==> src/kbd_pkg.sv <==
`default_nettype none

package kbd_pkg;

  // --------------------------------------------------
  // PS/2 side
  // --------------------------------------------------

  // One decoded key event, code keeps the low seven bits of the scan byte
  typedef struct packed {
    logic       extended;
    logic       released;
    logic [6:0] code;
  } scan_event_t;

  localparam logic [7:0] prefix_ext   = 8'he0;
  localparam logic [7:0] prefix_break = 8'hf0;

  // Modifier keys as {extended, code}
  localparam logic [7:0] key_lshift = 8'h12;
  localparam logic [7:0] key_rshift = 8'h59;
  localparam logic [7:0] key_lctrl  = 8'h14;
  localparam logic [7:0] key_rctrl  = 8'h94;
  localparam logic [7:0] key_lalt   = 8'h11;
  localparam logic [7:0] key_ralt   = 8'h91;

  // --------------------------------------------------
  // Host keymap port
  // --------------------------------------------------

  typedef enum logic [1:0] {
    op_read,
    op_write,
    op_rewind
  } host_op_t;

  typedef struct packed {
    host_op_t   op;
    logic [7:0] data;
  } host_cmd_t;

  // The host sees a plain byte, the matrix update sees a half-row and a column mask
  typedef union packed {
    logic [7:0] raw;
    struct packed {
      logic [2:0] row;
      logic [4:0] col_mask;
    } key;
  } keymap_entry_u;

endpackage

`default_nettype wire
==> src/ps2_byte_decoder.sv <==
`timescale 1ns/1ps
`default_nettype none

module ps2_byte_decoder (
  input  logic                 clk,
  input  logic                 rst,
  input  logic [7:0]           ps2_byte,
  input  logic                 ps2_req,
  input  logic                 event_ready,
  output logic                 ps2_ack,
  output kbd_pkg::scan_event_t scan_event,
  output logic                 event_valid
);

  logic is_ext;
  logic is_break;
  logic is_prefix;
  logic take;
  logic ext_pending;
  logic break_pending;
  logic emit;

  assign is_ext    = (ps2_byte == kbd_pkg::prefix_ext);
  assign is_break  = (ps2_byte == kbd_pkg::prefix_break);
  assign is_prefix = is_ext | is_break;

  // Prefix bytes are always taken, a completing byte waits for the translator
  assign take = ps2_req & ~ps2_ack & (is_prefix | event_ready);

  // --------------------------------------------------
  // Handshake and prefix state
  // --------------------------------------------------
  always_ff @(posedge clk) begin
    if (rst) begin
      ps2_ack       <= 1'b0;
      ext_pending   <= 1'b0;
      break_pending <= 1'b0;
      emit          <= 1'b0;
      event_valid   <= 1'b0;
    end else begin
      // Ack is held until the sender lets go of req
      ps2_ack     <= take | (ps2_ack & ps2_req);
      emit        <= take & ~is_prefix;
      event_valid <= emit;
      if (take) begin
        if (is_ext) begin
          ext_pending <= 1'b1;
        end else if (is_break) begin
          break_pending <= 1'b1;
        end else begin
          ext_pending   <= 1'b0;
          break_pending <= 1'b0;
        end
      end
    end
  end

  // The event word stays put until the next completing byte
  always_ff @(posedge clk) begin
    if (take && !is_prefix) begin
      scan_event.extended <= ext_pending;
      scan_event.released <= break_pending;
      scan_event.code     <= ps2_byte[6:0];
    end
  end

endmodule

`default_nettype wire

==> config.mk <==
export PLATFORM = sky130hd
export DESIGN_NAME = ps2_byte_decoder
export DESIGN_NICKNAME = d
export VERILOG_FILES = /design/src/kbd_pkg.sv /design/src/ps2_byte_decoder.sv
export SDC_FILE = /design/constraint.sdc
export NUM_CORES = 1
export LEC_CHECK = 0
export ABC_AREA = 1
export BUFFER_PORTS_ARGS = -buffer_cell sky130_fd_sc_hd__buf_2
export CAP_MARGIN = 20
export CELL_PAD_IN_SITES_DETAIL_PLACEMENT = 2
export CELL_PAD_IN_SITES_GLOBAL_PLACEMENT = 2
export CORE_AREA = 2 2 49 51
export CTS_CLUSTER_SIZE = 10
export DETAILED_ROUTE_END_ITERATION = 12
export DIE_AREA = 0 0 51 53
export GPL_ROUTABILITY_DRIVEN = 0
export HOLD_SLACK_MARGIN = 0.03
export PLACE_DENSITY_LB_ADDON = 0.3
export SYNTH_ARGS = -nofsm -noshare
export SYNTH_HDL_FRONTEND = slang
export SYNTH_SLANG_ARGS = --single-unit
==> constraint.sdc <==
create_clock -name clk -period 1.65 [get_ports clk]
set_clock_uncertainty 0.1 [all_clocks]
set_input_delay 0.33 -clock clk [delete_from_list [all_inputs] [get_ports clk]]
set_output_delay 0.33 -clock clk [all_outputs]
set_load 0.03 [all_outputs]
After elaboration in Yosys (flattened, before gate mapping)
Index checks and enable logic that the tools add are counted.
{"block": "word_totals", "output_inout_bits": 11, "inputBits": 12, "wordCells": 28, "ff_bits": 14}
{"block": "classes", "mux": 3, "n_eq_ne": 3, "bitwise": 10, "n_reduce_logical": 4}
{"operator": "8-bit == test (second input constant)", "count": 2}
{"operator": "1-bit bitwise AND", "count": 4}
{"operator": "2-bit AND reduction", "count": 2}
{"operator": "1-bit two-way mux", "count": 3}
{"operator": "1-bit NOT", "count": 3}
{"operator": "1-bit bitwise OR", "count": 3}
{"operator": "2-bit != test (second input constant)", "count": 1}
{"operator": "1-bit logical AND", "count": 1}
{"operator": "1-bit zero test", "count": 1}

Logic depth before layout (Yosys ltp)
{"block": "depth", "depth_word": 5, "mapped_depth": 7}

Worst setup path after synthesis
OpenSTA, ideal clock, no wires.
{"block": "synth_path", "path_type": "reg-to-reg", "from": "register ps2_ack", "to": "register scan_event[0] (netlist name), enable pin", "arrival_time_ps": 933, "synth_period_minus_slack_ps": 1362, "setup_time_ps": 329, "slack_ps": 288, "path_stages_with_launch": 4, "path_buffers": 0, "required_time_ps": 1221, "path_cell_list": "dfxtp_1 > nor2_1 > nand3_1 > inv_1"}
{"block": "synth_between", "elab_chain_len": 4}
{"element": "start: declaration", "line": "ps2_byte_decoder.sv:10", "source": "output logic ps2_ack,"}
{"element": "start signal: assignment", "line": "ps2_byte_decoder.sv:42", "source": "ps2_ack <= take | (ps2_ack & ps2_req);"}
{"element": "1-bit NOT", "line": "ps2_byte_decoder.sv:28", "source": "assign take = ps2_req & ~ps2_ack & (is_prefix | event_ready);"}
{"element": "1-bit bitwise AND (2 in series)", "line": "ps2_byte_decoder.sv:28"}
{"element": "1-bit logical AND", "line": "ps2_byte_decoder.sv:60", "source": "if (take && !is_prefix) begin"}
{"element": "end: declaration", "line": "ps2_byte_decoder.sv:11", "source": "output kbd_pkg::scan_event_t scan_event,"}
No other way between the ends.
A chain may end at the register's enable or synchronous reset.

Final worst setup path
{"block": "layout_path", "from": "register ps2_ack", "to": "register scan_event[7] (netlist name), enable pin"}
Same word-level chain as after synthesis.

==> results_dict.tcl <==
set metrics [dict create \
    status "finished clean" \
    initial_core_util 0.2434 \
    hold_viol 0 \
    rr_startpoint "ps2_ack$_SDFF_PP0_" \
    min_path_type "input pin to register" \
    area_growth_syn_to_layout_pct 34.69 \
    cp.required_ps 1500 \
    n_fill_cell 247 \
    slew_headroom 0.7734 \
    dieArea_um2 2703 \
    cp-startpoint "ps2_ack$_SDFF_PP0_" \
    yosys_warnings 0 \
    cts_sinks 14 \
    avgSynthCellArea_um2 10.46 \
    final_nets 89 \
    cts-root-buf "clkbuf_4" \
    cts_setup_buffers 0 \
    setup-violations-final 0 \
    cp_max_fo 9 \
    final_util 0.3279 \
    core_area_um2 2148 \
    regArea_um2 370.4 \
    layout-drive-gt1-share 0.3684 \
    cp_cell_sequence "nor2_1, nand3_1, inv_1" \
    drt_iter0_drc 5 \
    worst_slack_ps 243.0 \
    cts-buffers-inserted 3 \
    peakVddDrop_uv 356.4 \
    worst_path_largest_cell_delay_ps 330 \
    end_kind "register" \
    first_pass_iters 4 \
    drc_errors 0 \
    critPathArrivalTime_ps 1260 \
    cts_buffer_depth 2 \
    grt_remaining_overflow 0 \
    num_rows 17 \
    clock_latency_ps 280 \
    ys_seq_area_frac 0.7081 \
    vias 421 \
    power_density_nw_per_um2 1019 \
    n_antenna_cell 0 \
    p_leak_nw 0.3431 \
    critPathBufInv 1 \
    yosysUniqueCellTypes 11 \
    die_x_um 51 \
    ctsHtreeMaxLevel 1 \
    multi_input_area_um2 103.9 \
    power_mw 0.7175 \
    synth_nets 62 \
    wl_per_cell_um 10.71 \
    cp-start-kind "register" \
    timing.hold.ws_ps 134.2 \
    postSynthCellCount 50 \
    cts.clk_slew.worst_paths_ps 90 \
    portBuffers 22 \
    antenna_found_initial 0 \
    fmax_ghz 0.7107 \
    ys_ff_latch 14 \
    wl_mm 1.114 \
    boundaryPins 23 \
    drv_slew 0 \
    drv.max_cap_violation_count 0 \
    die-height_um 53 \
    groute.usage.overall 0.09789 \
    grt_pass1_wl_mm 1.890 \
    netlist_area_um2 523.0 \
    cts_tree "yes" \
    critPathKind "register to register" \
    fin_setup_tns_ps 0 \
    fin_crit_ps 1407 \
    dp_hpwl_um 928.3 \
    cpMaxStageDelayCell "dfxtp_1" \
    grt_setup_unrepaired "no" \
    ant_nets 0 \
    grt_max_degree 10 \
    period_share 0.8527 \
    cts_resized 0 \
    vias_per_cell 4.048 \
    hp-start "ps2_byte[0]" \
    crit_family "simple AND/OR/NAND/NOR gates" \
    place_ws_ps 46.36 \
    grt_pass1_vias 441 \
    worstMarginPinSlew_ps 339.5 \
    postCtsHoldBufs 0 \
]
==> sequential cells by signal, summed over array words and instances (netlist names) <==
name,flops
scan_event,9
ps2_ack,1
emit,1
break_pending,1
ext_pending,1
event_valid,1
==> power by group <==
part           total, mW  switching, mW  internal [mW]
clock network      0.245          0.111          0.134
registers          0.394        0.00448          0.390
logic             0.0783         0.0531         0.0252
total              0.717          0.168          0.549
==> final timing paths <==
kind	slack [ps]	depth (start not counted)	endpoint
worst max-delay path	240	3	scan_event[7]$_DFFE_PP_
worst min-delay path	130	1	scan_event[0]$_DFFE_PP_
worst max register to register	240	3	scan_event[7]$_DFFE_PP_
worst min register to register	320	2	event_valid$_SDFF_PP0_
==> cell usage after synthesis, drive strengths merged <==
cell type  instances  area (µm²)
nor2               7       28.78
inv               13       48.80
nand2              8       30.03
nand3              4       25.02
edfxtp             9       270.3
dfxtp              5       100.1
o21ai              2       10.00
a21oi              2       10.01
==> cell usage in the layout, fill, tap and decap left out <==
cell type  count
a21oi_1        2
buf_2         22
clkbuf_4       3
clkbuf_8       1
dfxtp_1        5
edfxtp_1       9
inv_1         13
nand2_1        8
nand3_1        3
nand3_2        1
nor2_1         6
nor2_2         1
o21ai_0        1
o21ai_1        1
==> metal layers <==
metal,vias to the layer above,GRT usage,part of all wire
li1,207,-,-
met1,192,0.1113,0.43
met2,18,0.1645,0.46
met3,4,0.01977,0.076
met4,0,0.06757,0.028
met5,-,0,0
==> logic make-up after synthesis <==
family	count (synthesis)	share of synthesized area
AOI/OAI and AO/OA	4	0.03826
buffers and inverters	13	0.09331
DFF	14	0.7081
and+or+nand+nor	19	0.1603
==> metrics by stage <==
step	instances	area, µm²
after floorplan	50	523.0
after global placement	100	668.1
after detailed placement	100	668.1
after CTS	104	704.4
after global routing	104	704.4
final	104	704.4
==> cell type report <==
| type | instances | share of cell area |
|---|---|---|
| Sequential cell | 14 | 0.5258 |
| Inverter | 13 | 0.06927 |
| Clock buffer | 4 | 0.05151 |
| Tap cell | 28 | 0.04973 |
| Multi-Input combinational cell | 23 | 0.1474 |
| Timing Repair Buffer | 22 | 0.1563 |
Power figures use the tool's default switching activity.
