==> src/kbd_pkg.sv <==
`default_nettype none

package kbd_pkg;

  // --------------------------------------------------
  // PS/2 side
  // --------------------------------------------------

  // One decoded key event, code keeps the low seven bits of the scan byte
  typedef struct packed {
    logic       extended;
    logic       released;
    logic [6:0] code;
  } scan_event_t;

  localparam logic [7:0] prefix_ext   = 8'he0;
  localparam logic [7:0] prefix_break = 8'hf0;

  // Modifier keys as {extended, code}
  localparam logic [7:0] key_lshift = 8'h12;
  localparam logic [7:0] key_rshift = 8'h59;
  localparam logic [7:0] key_lctrl  = 8'h14;
  localparam logic [7:0] key_rctrl  = 8'h94;
  localparam logic [7:0] key_lalt   = 8'h11;
  localparam logic [7:0] key_ralt   = 8'h91;

  // --------------------------------------------------
  // Host keymap port
  // --------------------------------------------------

  typedef enum logic [1:0] {
    op_read,
    op_write,
    op_rewind
  } host_op_t;

  typedef struct packed {
    host_op_t   op;
    logic [7:0] data;
  } host_cmd_t;

  // The host sees a plain byte, the matrix update sees a half-row and a column mask
  typedef union packed {
    logic [7:0] raw;
    struct packed {
      logic [2:0] row;
      logic [4:0] col_mask;
    } key;
  } keymap_entry_u;

endpackage

`default_nettype wire
==> src/key_status_tracker.sv <==
`timescale 1ns/1ps
`default_nettype none

module key_status_tracker (
  input  logic                 clk,
  input  logic                 rst,
  input  kbd_pkg::scan_event_t scan_event,
  input  logic                 event_valid,
  output logic [2:0]           modifiers,
  output logic                 kb_clean
);

  // One bit per {extended, code}, set while the key is down
  logic [255:0] held;
  logic [7:0]   key_id;
  logic         down;

  assign key_id = {scan_event.extended, scan_event.code};
  assign down   = ~scan_event.released;

  always_ff @(posedge clk) begin
    if (rst) begin
      held <= '0;
    end else if (event_valid) begin
      held[key_id] <= down;
    end
  end

  // Clean flag trails the held map by one cycle
  always_ff @(posedge clk) begin
    if (rst) begin
      kb_clean <= 1'b1;
    end else begin
      kb_clean <= ~|held;
    end
  end

  // --------------------------------------------------
  // Modifiers, ordered {alt, ctrl, shift}
  // --------------------------------------------------
  always_ff @(posedge clk) begin
    if (rst) begin
      modifiers <= 3'b000;
    end else if (event_valid) begin
      case (key_id)
        kbd_pkg::key_lshift, kbd_pkg::key_rshift: begin
          modifiers[0] <= down;
        end
        kbd_pkg::key_lctrl, kbd_pkg::key_rctrl: begin
          modifiers[1] <= down;
        end
        kbd_pkg::key_lalt, kbd_pkg::key_ralt: begin
          modifiers[2] <= down;
        end
        default: begin
          modifiers <= modifiers;
        end
      endcase
    end
  end

endmodule

`default_nettype wire

==> config.mk <==
export PLATFORM = sky130hd
export DESIGN_NAME = key_status_tracker
export DESIGN_NICKNAME = d
export VERILOG_FILES = /design/src/kbd_pkg.sv /design/src/key_status_tracker.sv
export SDC_FILE = /design/constraint.sdc
export NUM_CORES = 1
export LEC_CHECK = 0
export ABC_AREA = 1
export BUFFER_PORTS_ARGS = -buffer_cell sky130_fd_sc_hd__buf_4
export CORE_MARGIN = 2
export CORE_UTILIZATION = 40
export DETAILED_ROUTE_END_ITERATION = 16
export HOLD_SLACK_MARGIN = 0.08
export PLACE_DENSITY_LB_ADDON = 0.12
export SLEW_MARGIN = 10
export SYNTH_ARGS = -nofsm -noshare
export SYNTH_HDL_FRONTEND = slang
export SYNTH_SLANG_ARGS = --single-unit
==> constraint.sdc <==
create_clock -name clk -period 1.73 [get_ports clk]
set_input_delay 0.346 -clock clk [delete_from_list [all_inputs] [get_ports clk]]
set_output_delay 0.346 -clock clk [all_outputs]
set_load 0.05 [all_outputs]
# Word level (Yosys, flattened, before mapping)
# Cells that the tools add are included.
[totals]
input_bits = 12
register_bits = 260
wordCells = 26
[classes]
magnitude_cmp = 2
eq_ne = 6
n_reduce_logical = 9
bitwise = 1
muxes = 3
[ops]
columns = ["op", "count"]
rows = [
  ["$bwmux 256", 1],
  ["$reduce_or 256->1", 1],
  ["$eq 8x5->1 const B", 3],
  ["$eq 8x8->1 const B", 2],
  ["$lt 8x9->1 const B", 1],
  ["$demux 1 s8", 1],
  ["$eq 8x7->1 const B", 1],
  ["$ge 8x1->1 const B", 1],
  ["$reduce_and 2->1", 3],
  ["$reduce_or 2->1", 3],
  ["$logic_and 1x1->1", 1],
  ["$logic_not 1->1", 1],
  ["$mux 1", 1],
  ["$not 1->1", 1],
]

# Longest topological paths before layout
# Gate-level depths: netlist of the first run.
[logic_depth]
word_depth = 5
mapped_depth = 10
depth_no_buf = 9

# Worst setup path after synthesis of the first run
# No wires, ideal clock.
[synth_path]
path_type = "in2reg"
start = "input port scan_event[6] in the netlist's numbering"
end = "register held[217]"
setup_ns = 0.132
t_required_ns = 1.598
slack_ns = 0.324
arrival_ns = 1.273
stages = 7
path_cell_list = "nand2_1 > inv_1 > nand3_1 > clkbuf_1 > nor2_1 > o21ai_0 > a21oi_1"
[synth_between]
elab_chain_len = 5
word_cells_on_any_way = 6
classes_between = "2 x order compare; 3 x mux; 1 x reduce/logical"
[synth_lines]
columns = ["item", "line_no", "source"]
rows = [
  ["start, declared", "key_status_tracker.sv:7", "input kbd_pkg::scan_event_t scan_event,"],
  ["$lt 8x9->1 (not written as such) / $ge 8x1->1 (equally long branches)", "key_status_tracker.sv:25", "held[key_id] <= down;"],
  ["$logic_and 1x1->1 (not written as such)", "key_status_tracker.sv:25", ""],
  ["$mux 1 (not written as such)", "key_status_tracker.sv:25", ""],
  ["$demux 1 s8 (*)", "key_status_tracker.sv:25", ""],
  ["$bwmux 256 (*)", "key_status_tracker.sv:25", ""],
  ["end signal, assigned by index", "key_status_tracker.sv:25", ""],
  ["end, declared", "key_status_tracker.sv:14", "logic [255:0] held;"],
]
# Mark *: on every way between the ends. The rest lies on a longest branch, timed or not.
# A chain may end at the register's enable or synchronous reset.

# Final worst setup path of the first run
[layout_path]
start = "register held[94]"
end = "register kb_clean"
[layout_between]
elab_chain_len = 2
[layout_lines]
columns = ["item", "line_no", "source"]
rows = [
  ["$reduce_or 256->1", "key_status_tracker.sv:34", "kb_clean <= ~|held;"],
  ["$logic_not 1->1", "key_status_tracker.sv:34", ""],
  ["end signal, assigned", "key_status_tracker.sv:34", ""],
  ["end, declared", "key_status_tracker.sv:10", "output logic kb_clean"],
]
# No other way between the ends.

==> flow_summary.json, run 1 <==
{
  "outcome": "completed",
  "syn_inst": 1529,
  "synth.yosys.seq_area_share": 0.4749,
  "hold_viol_final": 0,
  "cp-start-kind": "register",
  "dieWidth_um": 169.5,
  "drive_above_1_share": 0.1345,
  "fin_cells": 1954,
  "synthMuxAreaShare": 0,
  "dieArea_um2": 28740,
  "portBuffers": 15,
  "synth_warnings": 0,
  "die_y_um": 169.5,
  "postSynthAreaPerCell_um2": 7.168,
  "leakagePower_nw": 5.138,
  "path_cells": "nor2_1, nand2_1, nor2_1, nand2_1, nor2_1, nand2_1, nor2_1, nand2_1, nand2_1",
  "slew_violations": 0,
  "grt_use_total": 0.2646,
  "path_buf_inv": 0,
  "synth_cell_types": 18,
  "rsz0062_at_grt": "false",
  "fin_crit_sh": 0.8506,
  "ir_drop_mv": 0.8921,
  "drc": 0,
  "diodes": 0,
  "multi_input_area_um2": 5081,
  "max_freq_mhz": 679.5,
  "htree_levels": 1,
  "grt_pass1_vias": 10100,
  "synthesis.nets": 1541,
  "cp.depth": 9,
  "cts.sinks": 260,
  "wl_per_cell_um": 19.55,
  "tns_ns": 0,
  "place_inst": 1899,
  "nNetsFinal": 1602,
  "synth_top_family_by_area": "simple AND/OR/NAND/NOR gates",
  "dr.first_iter.drc_count": 954,
  "critPathMaxStageDelay_ns": 0.31,
  "r2r-end": "kb_clean$_SDFF_PP1_",
  "cp_top_family": "simple AND/OR/NAND/NOR gates",
  "timing.critical_path.mode_cell": "nand2_1",
  "antenna_found_initial": 0,
  "reg2reg_depth": 9,
  "cp_slowest_cell": "dfxtp_1",
  "place_area_um2": 12200,
  "finalSetupViolations": 0,
  "routabilityCongestion": 0.8502,
  "cts_tree": "yes",
  "worst_slew_pin_slew_ns": 0.7694,
  "ys_ff_latch": 260,
  "clockRootBuffer": "clkbuf_16",
  "cts.clk_slew.worst_paths_ns": 0.06,
  "ant_nets": 0,
  "holdBufCountCts": 0,
  "crit_arrival_ns": 1.96,
  "postLayoutCellArea_um2": 13170,
  "drv_cap": 0,
  "cp-endpoint": "kb_clean$_SDFF_PP1_",
  "power_density_nw_per_um2": 992.3,
  "pin_count": 16,
  "grt-ovfl-total": 0,
  "cts_resized": 0,
  "cts_buffer_depth": 3,
  "end_kind": "register",
  "clock_skew_ns": 0.01084,
  "finalWirelength_um": 38190,
  "cts_made_buffers": 30,
  "setup.worst_path.start": "held[94]$_SDFFE_PP0P_",
  "grt_pass1_wl_um": 59050,
  "relSlewSlack": 0.4871,
  "rows": 60,
  "worst-setup-path-type": "reg -> reg",
  "post_cts_buffers": 0,
  "syn_area_um2": 10960,
  "core_area_um2": 26950,
  "nFillCells": 2677,
  "via_per_inst": 5.473,
  "synthAdderAreaFrac": 0,
  "initial_core_util": 0.4067,
  "via_count": 10700,
  "insertion_delay_ns": 0.55,
  "synth_compound_area_frac": 0.1733,
  "synthXorXnorAreaFrac": 0,
  "ff_latch_area_um2": 5205,
  "grt_max_degree": 138,
  "fin_crit_ns": 1.472,
  "hold_class": "in -> reg",
  "dp_hpwl_um": 23450,
  "yosys.area_share.simple": 0.2903,
  "first_pass_iters": 7,
  "r2r_setup_slack_ns": 0.26,
  "area_delta_synth_final_pct": 20.17,
  "cp_max_fo": 2,
  "worstPathRequired_ns": 2.22,
  "worstReg2RegStart": "held[94]$_SDFFE_PP0P_"
}
==> routing by layer <==
metal	vias up	wire length (µm)	track usage
met5	-	0	0
met4	0	1288	0.08919
met3	76	2004	0.03218
met2	315	16700	0.4124
met1	4996	18190	0.3795
li1	5308	-	-
==> worst min-delay path by stage <==
stage	slack [ns]	to	depth (start not counted)	startpoint
after global placement	0.45	held[254]$_SDFFE_PP0P_	2	held[254]$_SDFFE_PP0P_
after floorplan	0.43	held[254]$_SDFFE_PP0P_	2	held[254]$_SDFFE_PP0P_
final	0.21	held[224]$_SDFFE_PP0P_	4	scan_event[3]
after detailed placement	0.46	held[99]$_SDFFE_PP0P_	2	held[99]$_SDFFE_PP0P_
after CTS	0.18	held[224]$_SDFFE_PP0P_	4	scan_event[3]
after global routing	0.22	held[10]$_SDFFE_PP0P_	4	rst
==> worst reg2reg max path, stage by stage (launching register included) <==
cell and delay, ns:
dfxtp_1 0.31, nor2_1 0.19, nand2_1 0.09, nor2_1 0.17, nand2_1 0.08, nor2_1 0.11, nand2_1 0.10, nor2_1 0.19
nand2_1 0.11, nand2_1 0.07
==> power breakdown <==
part | total, mW | internal (mW) | leakage [nW] | switching, mW
sequential | 6.01 | 6.01 | 2.09 | 0.00765
combinational | 0.769 | 0.208 | 2.56 | 0.561
clock | 6.29 | 3.74 | 0.482 | 2.55
==> area by class of cell <==
type,count,area share
Clock buffer,45,0.06593
Clock inverter,10,0.007599
Inverter,67,0.01928
Multi-Input combinational cell,1098,0.3858
Sequential cell,260,0.3952
Tap cell,341,0.03239
Timing Repair Buffer,133,0.09385
==> synthesized netlist by cell type, drive strengths merged <==
| master | instances | area, µm² |
|---|---|---|
| a21oi | 259 | 1296 |
| a31oi | 2 | 12.51 |
| buf | 26 | 130.1 |
| clkbuf | 78 | 292.8 |
| clkinv | 6 | 22.52 |
| dfxtp | 260 | 5205 |
| inv | 61 | 229.0 |
| nand2 | 117 | 441.7 |
| nand3 | 21 | 105.1 |
| nor2 | 300 | 1229 |
| nor3 | 281 | 1406 |
| o21ai | 118 | 590.6 |
==> kinds of logic (layout without fill, tap and decap cells) <==
logic type / Yosys count / count (layout)
DFF: 260 / 260
buffers and inverters: 171 / 255
AOI/OAI and AO/OA: 379 / 379
and+or+nand+nor: 719 / 719
==> stage by stage <==
step           hold WS, ns    util  total power [mW]  worst slack, ns
2_1_floorplan       0.4300       -             6.540           0.3240
3_3_place_gp        0.4470  0.4528             6.906         -0.05488
3_5_place_dp        0.4637  0.4528             6.905         -0.05845
4_1_cts             0.1818  0.4887             13.14           0.2417
5_1_grt             0.2240  0.4887             13.44           0.1875
6_report            0.2072  0.4887             13.07           0.2584
==> state kept, by name, summed over array words and instances, names as in the netlist <==
signal     flops
modifiers      3
held         256
kb_clean       1
==> cells in the final DEF, fill, tap and decap left out, types with 21 or more instances in the layout <==
cell type and n:
nor2_1 276, nor3_1 281, a21oi_1 259, buf_4 114
clkbuf_16 31, inv_1 48, nand2_1 116, o21ai_0 112
dfxtp_1 260, nand3_1 21
Note: power is estimated with default switching activity, not from simulation.
==> inputs of run 2 (changes only) <==
ABC_AREA = unset   (was 1)
CELL_PAD_IN_SITES_DETAIL_PLACEMENT = 1   (was unset)
CELL_PAD_IN_SITES_GLOBAL_PLACEMENT = 1   (was unset)
==> run 2 against run 1 <==
Global-route usage down 2.6 points. Worst hold slack better by 0.078 ns. Critical path depth down 4. Final cell count down 26%. Combinational power up 2.9%. Clock skew up 0.0097 ns. Final area down 3.6%. Setup slack worse by 0.22 ns. Sequential power about the same. Via count down 13%. Non-clock buffer count down 29. Synthesized cell count down 27%.
==> flow_summary.json, run 2 <==
{
  "outcome": "completed",
  "synth_compound_area_frac": 0.3368,
  "die_y_um": 165.7,
  "reg2reg_depth": 5,
  "slew_violations": 0,
  "clockRootBuffer": "clkbuf_16",
  "min_delay_path_depth": 2,
  "internal_power_mw": 10.64,
  "hold_class": "in -> reg",
  "grt_pass1_wl_um": 54310,
  "layout_commonest_cell": "dfxtp_1",
  "path_buf_inv": 1,
  "grt-ovfl-total": 0,
  "cp_slowest_cell": "nor4_1",
  "first_pass_iters": 6,
  "synthAdderAreaFrac": 0,
  "cp_max_fo": 2,
  "power_density_nw_per_um2": 1089,
  "tns_ns": 0,
  "rsz0062_at_grt": "true",
  "post_cts_buffers": 0,
  "crit_arrival_ns": 2.17,
  "fin_crit_ns": 1.691,
  "initial_core_util": 0.4049,
  "synth_top_area_cell": "dfxtp_1",
  "worst-setup-path-type": "reg -> reg",
  "ys_ff_latch": 260,
  "final_cell_mix": "259 x dfxtp_1, 238 x a21oi_1, 238 x a311oi_1",
  "pin_count": 16,
  "largest-register": "held",
  "cts.clk_slew.worst_paths_ns": 0.06,
  "grt_max_degree": 68,
  "portBuffers": 15,
  "synthMuxAreaShare": 0,
  "core_area_um2": 25840,
  "htree_levels": 1,
  "ir_drop_mv": 0.7459,
  "drive_above_1_share": 0.1652,
  "reg_top3": "held: 256 flops, modifiers: 3 flops, kb_clean: 1 flops",
  "diodes": 0,
  "hold_viol_final": 0,
  "cp-start-kind": "register",
  "grt_use_total": 0.2387,
  "antenna_found_initial": 0,
  "worstReg2RegStart": "held[200]$_SDFFE_PP0P_",
  "routabilityCongestion": 0.7626,
  "yosys.area_share.simple": 0.09830,
  "synth_top_family_by_area": "compound AO/OA/AOI/OAI gates",
  "synth.most_common_cell": "dfxtp_1",
  "cts.sinks": 260,
  "via_count": 9275,
  "switching_share": 0.2304,
  "clock_skew_ns": 0.02057,
  "dieWidth_um": 165.7,
  "ant_nets": 0,
  "nNetsFinal": 1096,
  "cts_made_buffers": 30,
  "synth_cell_types": 25,
  "cp.depth": 5,
  "max_freq_mhz": 591.5,
  "synth_edf_count": 0,
  "cts_buffer_depth": 3,
  "insertion_delay_ns": 0.57,
  "synth_warnings": 0,
  "synthXorXnorAreaFrac": 0,
  "syn_area_um2": 10460,
  "cp_top_family": "simple AND/OR/NAND/NOR gates",
  "synthesis.nets": 1125,
  "wl_per_cell_um": 22.88,
  "pwr-share-comb": 0.057,
  "synth-main-ff-cell": "dfxtp_1",
  "via_per_inst": 6.428,
  "drc": 0,
  "finalSetupViolations": 0,
  "synthTopCellsByCount": "260 x dfxtp_1, 238 x a21oi_1, 238 x a311oi_1",
  "end_kind": "register",
  "cts_tree": "yes",
  "path_cells": "nor4_1, nand4_1, nor4_2, buf_4, a41o_1",
  "area_delta_synth_final_pct": 21.39,
  "critPathMaxStageDelay_ns": 0.37,
  "drv_cap": 0,
  "finalPower_mw": 13.83,
  "dp_hpwl_um": 19490,
  "synth.yosys.seq_area_share": 0.4975,
  "relSlewSlack": 0.6920,
  "postSynthAreaPerCell_um2": 9.400,
  "syn_inst": 1113,
  "rows": 59,
  "largest_reg_flops": 256,
  "setup.worst_path.start": "held[200]$_SDFFE_PP0P_",
  "async_flop_share": 0,
  "fin_util": 0.4916,
  "p_seq_frac": 0.435,
  "worstPathRequired_ns": 2.21,
  "min_from": "scan_event[7]",
  "p_switching_mw": 3.187,
  "synth_top_cell_area_share": 0.4975,
  "fin_crit_sh": 0.9772,
  "leakagePower_nw": 3.902,
  "finalWirelength_um": 33020,
  "holdBufCountCts": 0,
  "dr.first_iter.drc_count": 807,
  "p_clk_frac": 0.508,
  "synthTopCellsByArea": "dfxtp_1 50%, a311oi_1 20%, a21oi_1 11%",
  "dieArea_um2": 27470,
  "worst_slew_pin_slew_ns": 0.4581,
  "grt_pass1_vias": 9364
}
## run 2: cell type report
cell class | count | area, µm²
clock buffer | 36 | 813.3
sequential | 260 | 5206
tap | 335 | 419.2
clock inverter | 20 | 292.8
fill | 2859 | 13140
timing repair buffer | 104 | 1306
multi-input combinational | 688 | 4663
## run 2: cells by family after synthesis
logic type,count (synthesis)
DFF,260
buffers and inverters,165
AOI/OAI and AO/OA,510
and+or+nand+nor,178
## run 2: power by group through the flow
stage          clock [mW]  sequential (mW)  combinational (mW)
2_1_floorplan           0             6.16               0.414
3_3_place_gp            0             6.15               0.778
3_5_place_dp            0             6.15               0.778
4_1_cts              7.17             6.01               0.787
5_1_grt              7.42             6.01               0.849
6_report             7.02             6.01               0.791
## run 2: path summary, 6_finish.rpt
kind | to | slack, ns
setup / recovery | kb_clean$_SDFF_PP1_ | 0.04
hold / removal | held[207]$_SDFFE_PP0P_ | 0.29
setup reg to reg | kb_clean$_SDFF_PP1_ | 0.04
hold reg to reg | held[219]$_SDFFE_PP0P_ | 0.51
## run 2: routing by layer
metal,vias to the layer above,routed length (µm),part of all wire,global-route usage
met5,-,0,0,0
met3,39,1179,0.036,0.02908
met4,0,550,0.017,0.05520
li1,4436,-,-,-
met2,174,15370,0.47,0.3792
met1,4626,15910,0.48,0.3475
## run 2: through the flow
stage	worst slack, ns	instance area [µm²]	std cells	hold slack [ns]
4_1_cts	0.002980	12670	1443	0.2622
5_1_grt	-0.04236	12700	1443	0.2815
3_3_place_gp	-0.08294	11540	1387	0.4869
2_1_floorplan	0.004443	10460	1113	0.4777
6_report	0.03947	12700	1443	0.2855
3_5_place_dp	-0.07235	11540	1387	0.4988
## run 2: what timing repair did
item                                    4_1_cts  5_1_grt
gates cloned                                  0        0
endpoints found under the setup margin        1        1
pin swaps                                     2        0
resized for setup                             5        5
==> inputs of run 3 (changes only) <==
RECOVER_POWER = 100   (was unset)
==> run 3 against run 2 <==
Clock power hardly changed. Total power fell by 0.29%. Clock skew is 0.0028 ns lower. Non-clock buffer count is the same. Via count up 0.24%. Worst hold slack hardly changed. Final cell count unchanged. Critical path depth is 1 higher. Count of clock-buffer cells in the layout is the same. Final area decreased by 3.0%. Critical path type unchanged. Die area unchanged. Largest cell class unchanged.
==> flow_summary.json, run 3 (synthesis gave the netlist of run 2 again) <==
{
  "outcome": "completed",
  "grt-ovfl-total": 0,
  "pin_count": 16,
  "end_kind": "register",
  "layout_commonest_cell": "dfxtp_1",
  "tns_ns": 0,
  "largest-register": "held",
  "ff_latch_area_um2": 5206,
  "cp-start-kind": "register",
  "wl_per_cell_um": 22.93,
  "relSlewSlack": 0.4747,
  "worstPathRequired_ns": 2.21,
  "core_area_um2": 25840,
  "grt_pass1_wl_um": 54310,
  "rows": 59,
  "nNetsFinal": 1096,
  "via_per_inst": 6.443,
  "finalWirelength_um": 33090,
  "grt_use_total": 0.2387,
  "cp_max_fo": 2,
  "cts.sinks": 260,
  "multi_input_area_um2": 4652,
  "htree_levels": 1,
  "cts_buffer_depth": 3,
  "power_density_nw_per_um2": 1120,
  "nFillCells": 2899,
  "area_delta_synth_final_pct": 17.72,
  "fin_crit_sh": 0.9830,
  "largest_reg_flops": 256,
  "die_y_um": 165.7,
  "fin_crit_ns": 1.701,
  "setup_ws_ns": 0.02949,
  "cts_tree": "yes",
  "max_freq_mhz": 588.1,
  "dieArea_um2": 27470,
  "slew_violations": 0,
  "finalSetupViolations": 0,
  "drc": 0,
  "ir_drop_mv": 0.7517,
  "antenna_found_initial": 0,
  "ant_nets": 0,
  "worst-setup-path-type": "reg -> reg",
  "holdBufCountCts": 0,
  "hold_ws_ns": 0.2858,
  "final_cell_mix": "259 x dfxtp_1, 238 x a21oi_1, 238 x a311oi_1",
  "portBuffers": 15,
  "dp_hpwl_um": 19490,
  "dieWidth_um": 165.7,
  "grt_max_degree": 68,
  "via_count": 9297,
  "grt_pass1_vias": 9364,
  "drv_cap": 0,
  "rsz0062_at_grt": "true",
  "clockRootBuffer": "clkbuf_16",
  "crit_arrival_ns": 2.18,
  "leakagePower_nw": 3.774,
  "clock_skew_ns": 0.01778,
  "dr.first_iter.drc_count": 808,
  "cts.clk_slew.worst_paths_ns": 0.06,
  "initial_core_util": 0.4049,
  "cts_made_buffers": 30,
  "diodes": 0,
  "finalPower_mw": 13.79,
  "reg_top3": "held: 256 flops, modifiers: 3 flops, kb_clean: 1 flops",
  "insertion_delay_ns": 0.57,
  "worst_slew_pin_slew_ns": 0.7880,
  "drive_above_1_share": 0.1480,
  "hold_viol_final": 0,
  "post_cts_buffers": 0,
  "first_pass_iters": 5,
  "routabilityCongestion": 0.7626,
  "pre_cts_ws_ns": -0.07235,
  "hold_class": "in -> reg"
}
run 3: timing repair:
action | 4_1_cts | 5_1_grt
pin swaps | 2 | 0
gates resized for setup | 5 | 5
setup endpoints to repair | 1 | 1
cloned | 0 | 0
hold endpoints to repair | 0 | 0
run 3: final timing paths:
check                              start                endpoint  slack (ns)  cells past startpoint
setup / recovery  held[166]$_SDFFE_PP0P_     kb_clean$_SDFF_PP1_        0.03                      6
hold / removal             scan_event[7]  held[207]$_SDFFE_PP0P_        0.29                      2
hold reg to reg   held[219]$_SDFFE_PP0P_  held[219]$_SDFFE_PP0P_        0.51                      2
setup reg to reg  held[166]$_SDFFE_PP0P_     kb_clean$_SDFF_PP1_        0.03                      6
run 3: cell type report:
type,count,area share
Sequential cell,260,0.4227
Multi-Input combinational cell,688,0.3777
Timing Repair Buffer,104,0.07578
Clock buffer,36,0.06603
Tap cell,335,0.03403
Clock inverter,20,0.02377
run 3: critical path: stages (launching register included):
cell     delay, ns
dfxtp_1       0.31
nor4_1        0.35
buf_4         0.19
nand4_1       0.16
nor4_2        0.20
buf_4         0.18
a41o_1        0.22
run 3: through the flow:
step	cell area (µm²)	instances	utilization
6_report	12320	1443	0.4767
5_1_grt	12320	1443	0.4767
4_1_cts	12670	1443	0.4906
3_5_place_dp	11540	1387	0.4465
3_3_place_gp	11540	1387	0.4465
2_1_floorplan	10460	1113	-
run 3: report_power, final:
group | total (mW) | internal [mW] | switching, mW
registers | 6.01 | 6.01 | 0.00943
logic | 0.747 | 0.210 | 0.537
clock network | 7.03 | 4.39 | 2.64
run 3: per-layer routing:
layer	track usage	wire length (µm)	up-vias
met4	0.05520	499	0
met1	0.3475	15930	4645
li1	-	-	4436
met3	0.02908	1145	35
met5	0	0	-
met2	0.3792	15510	181
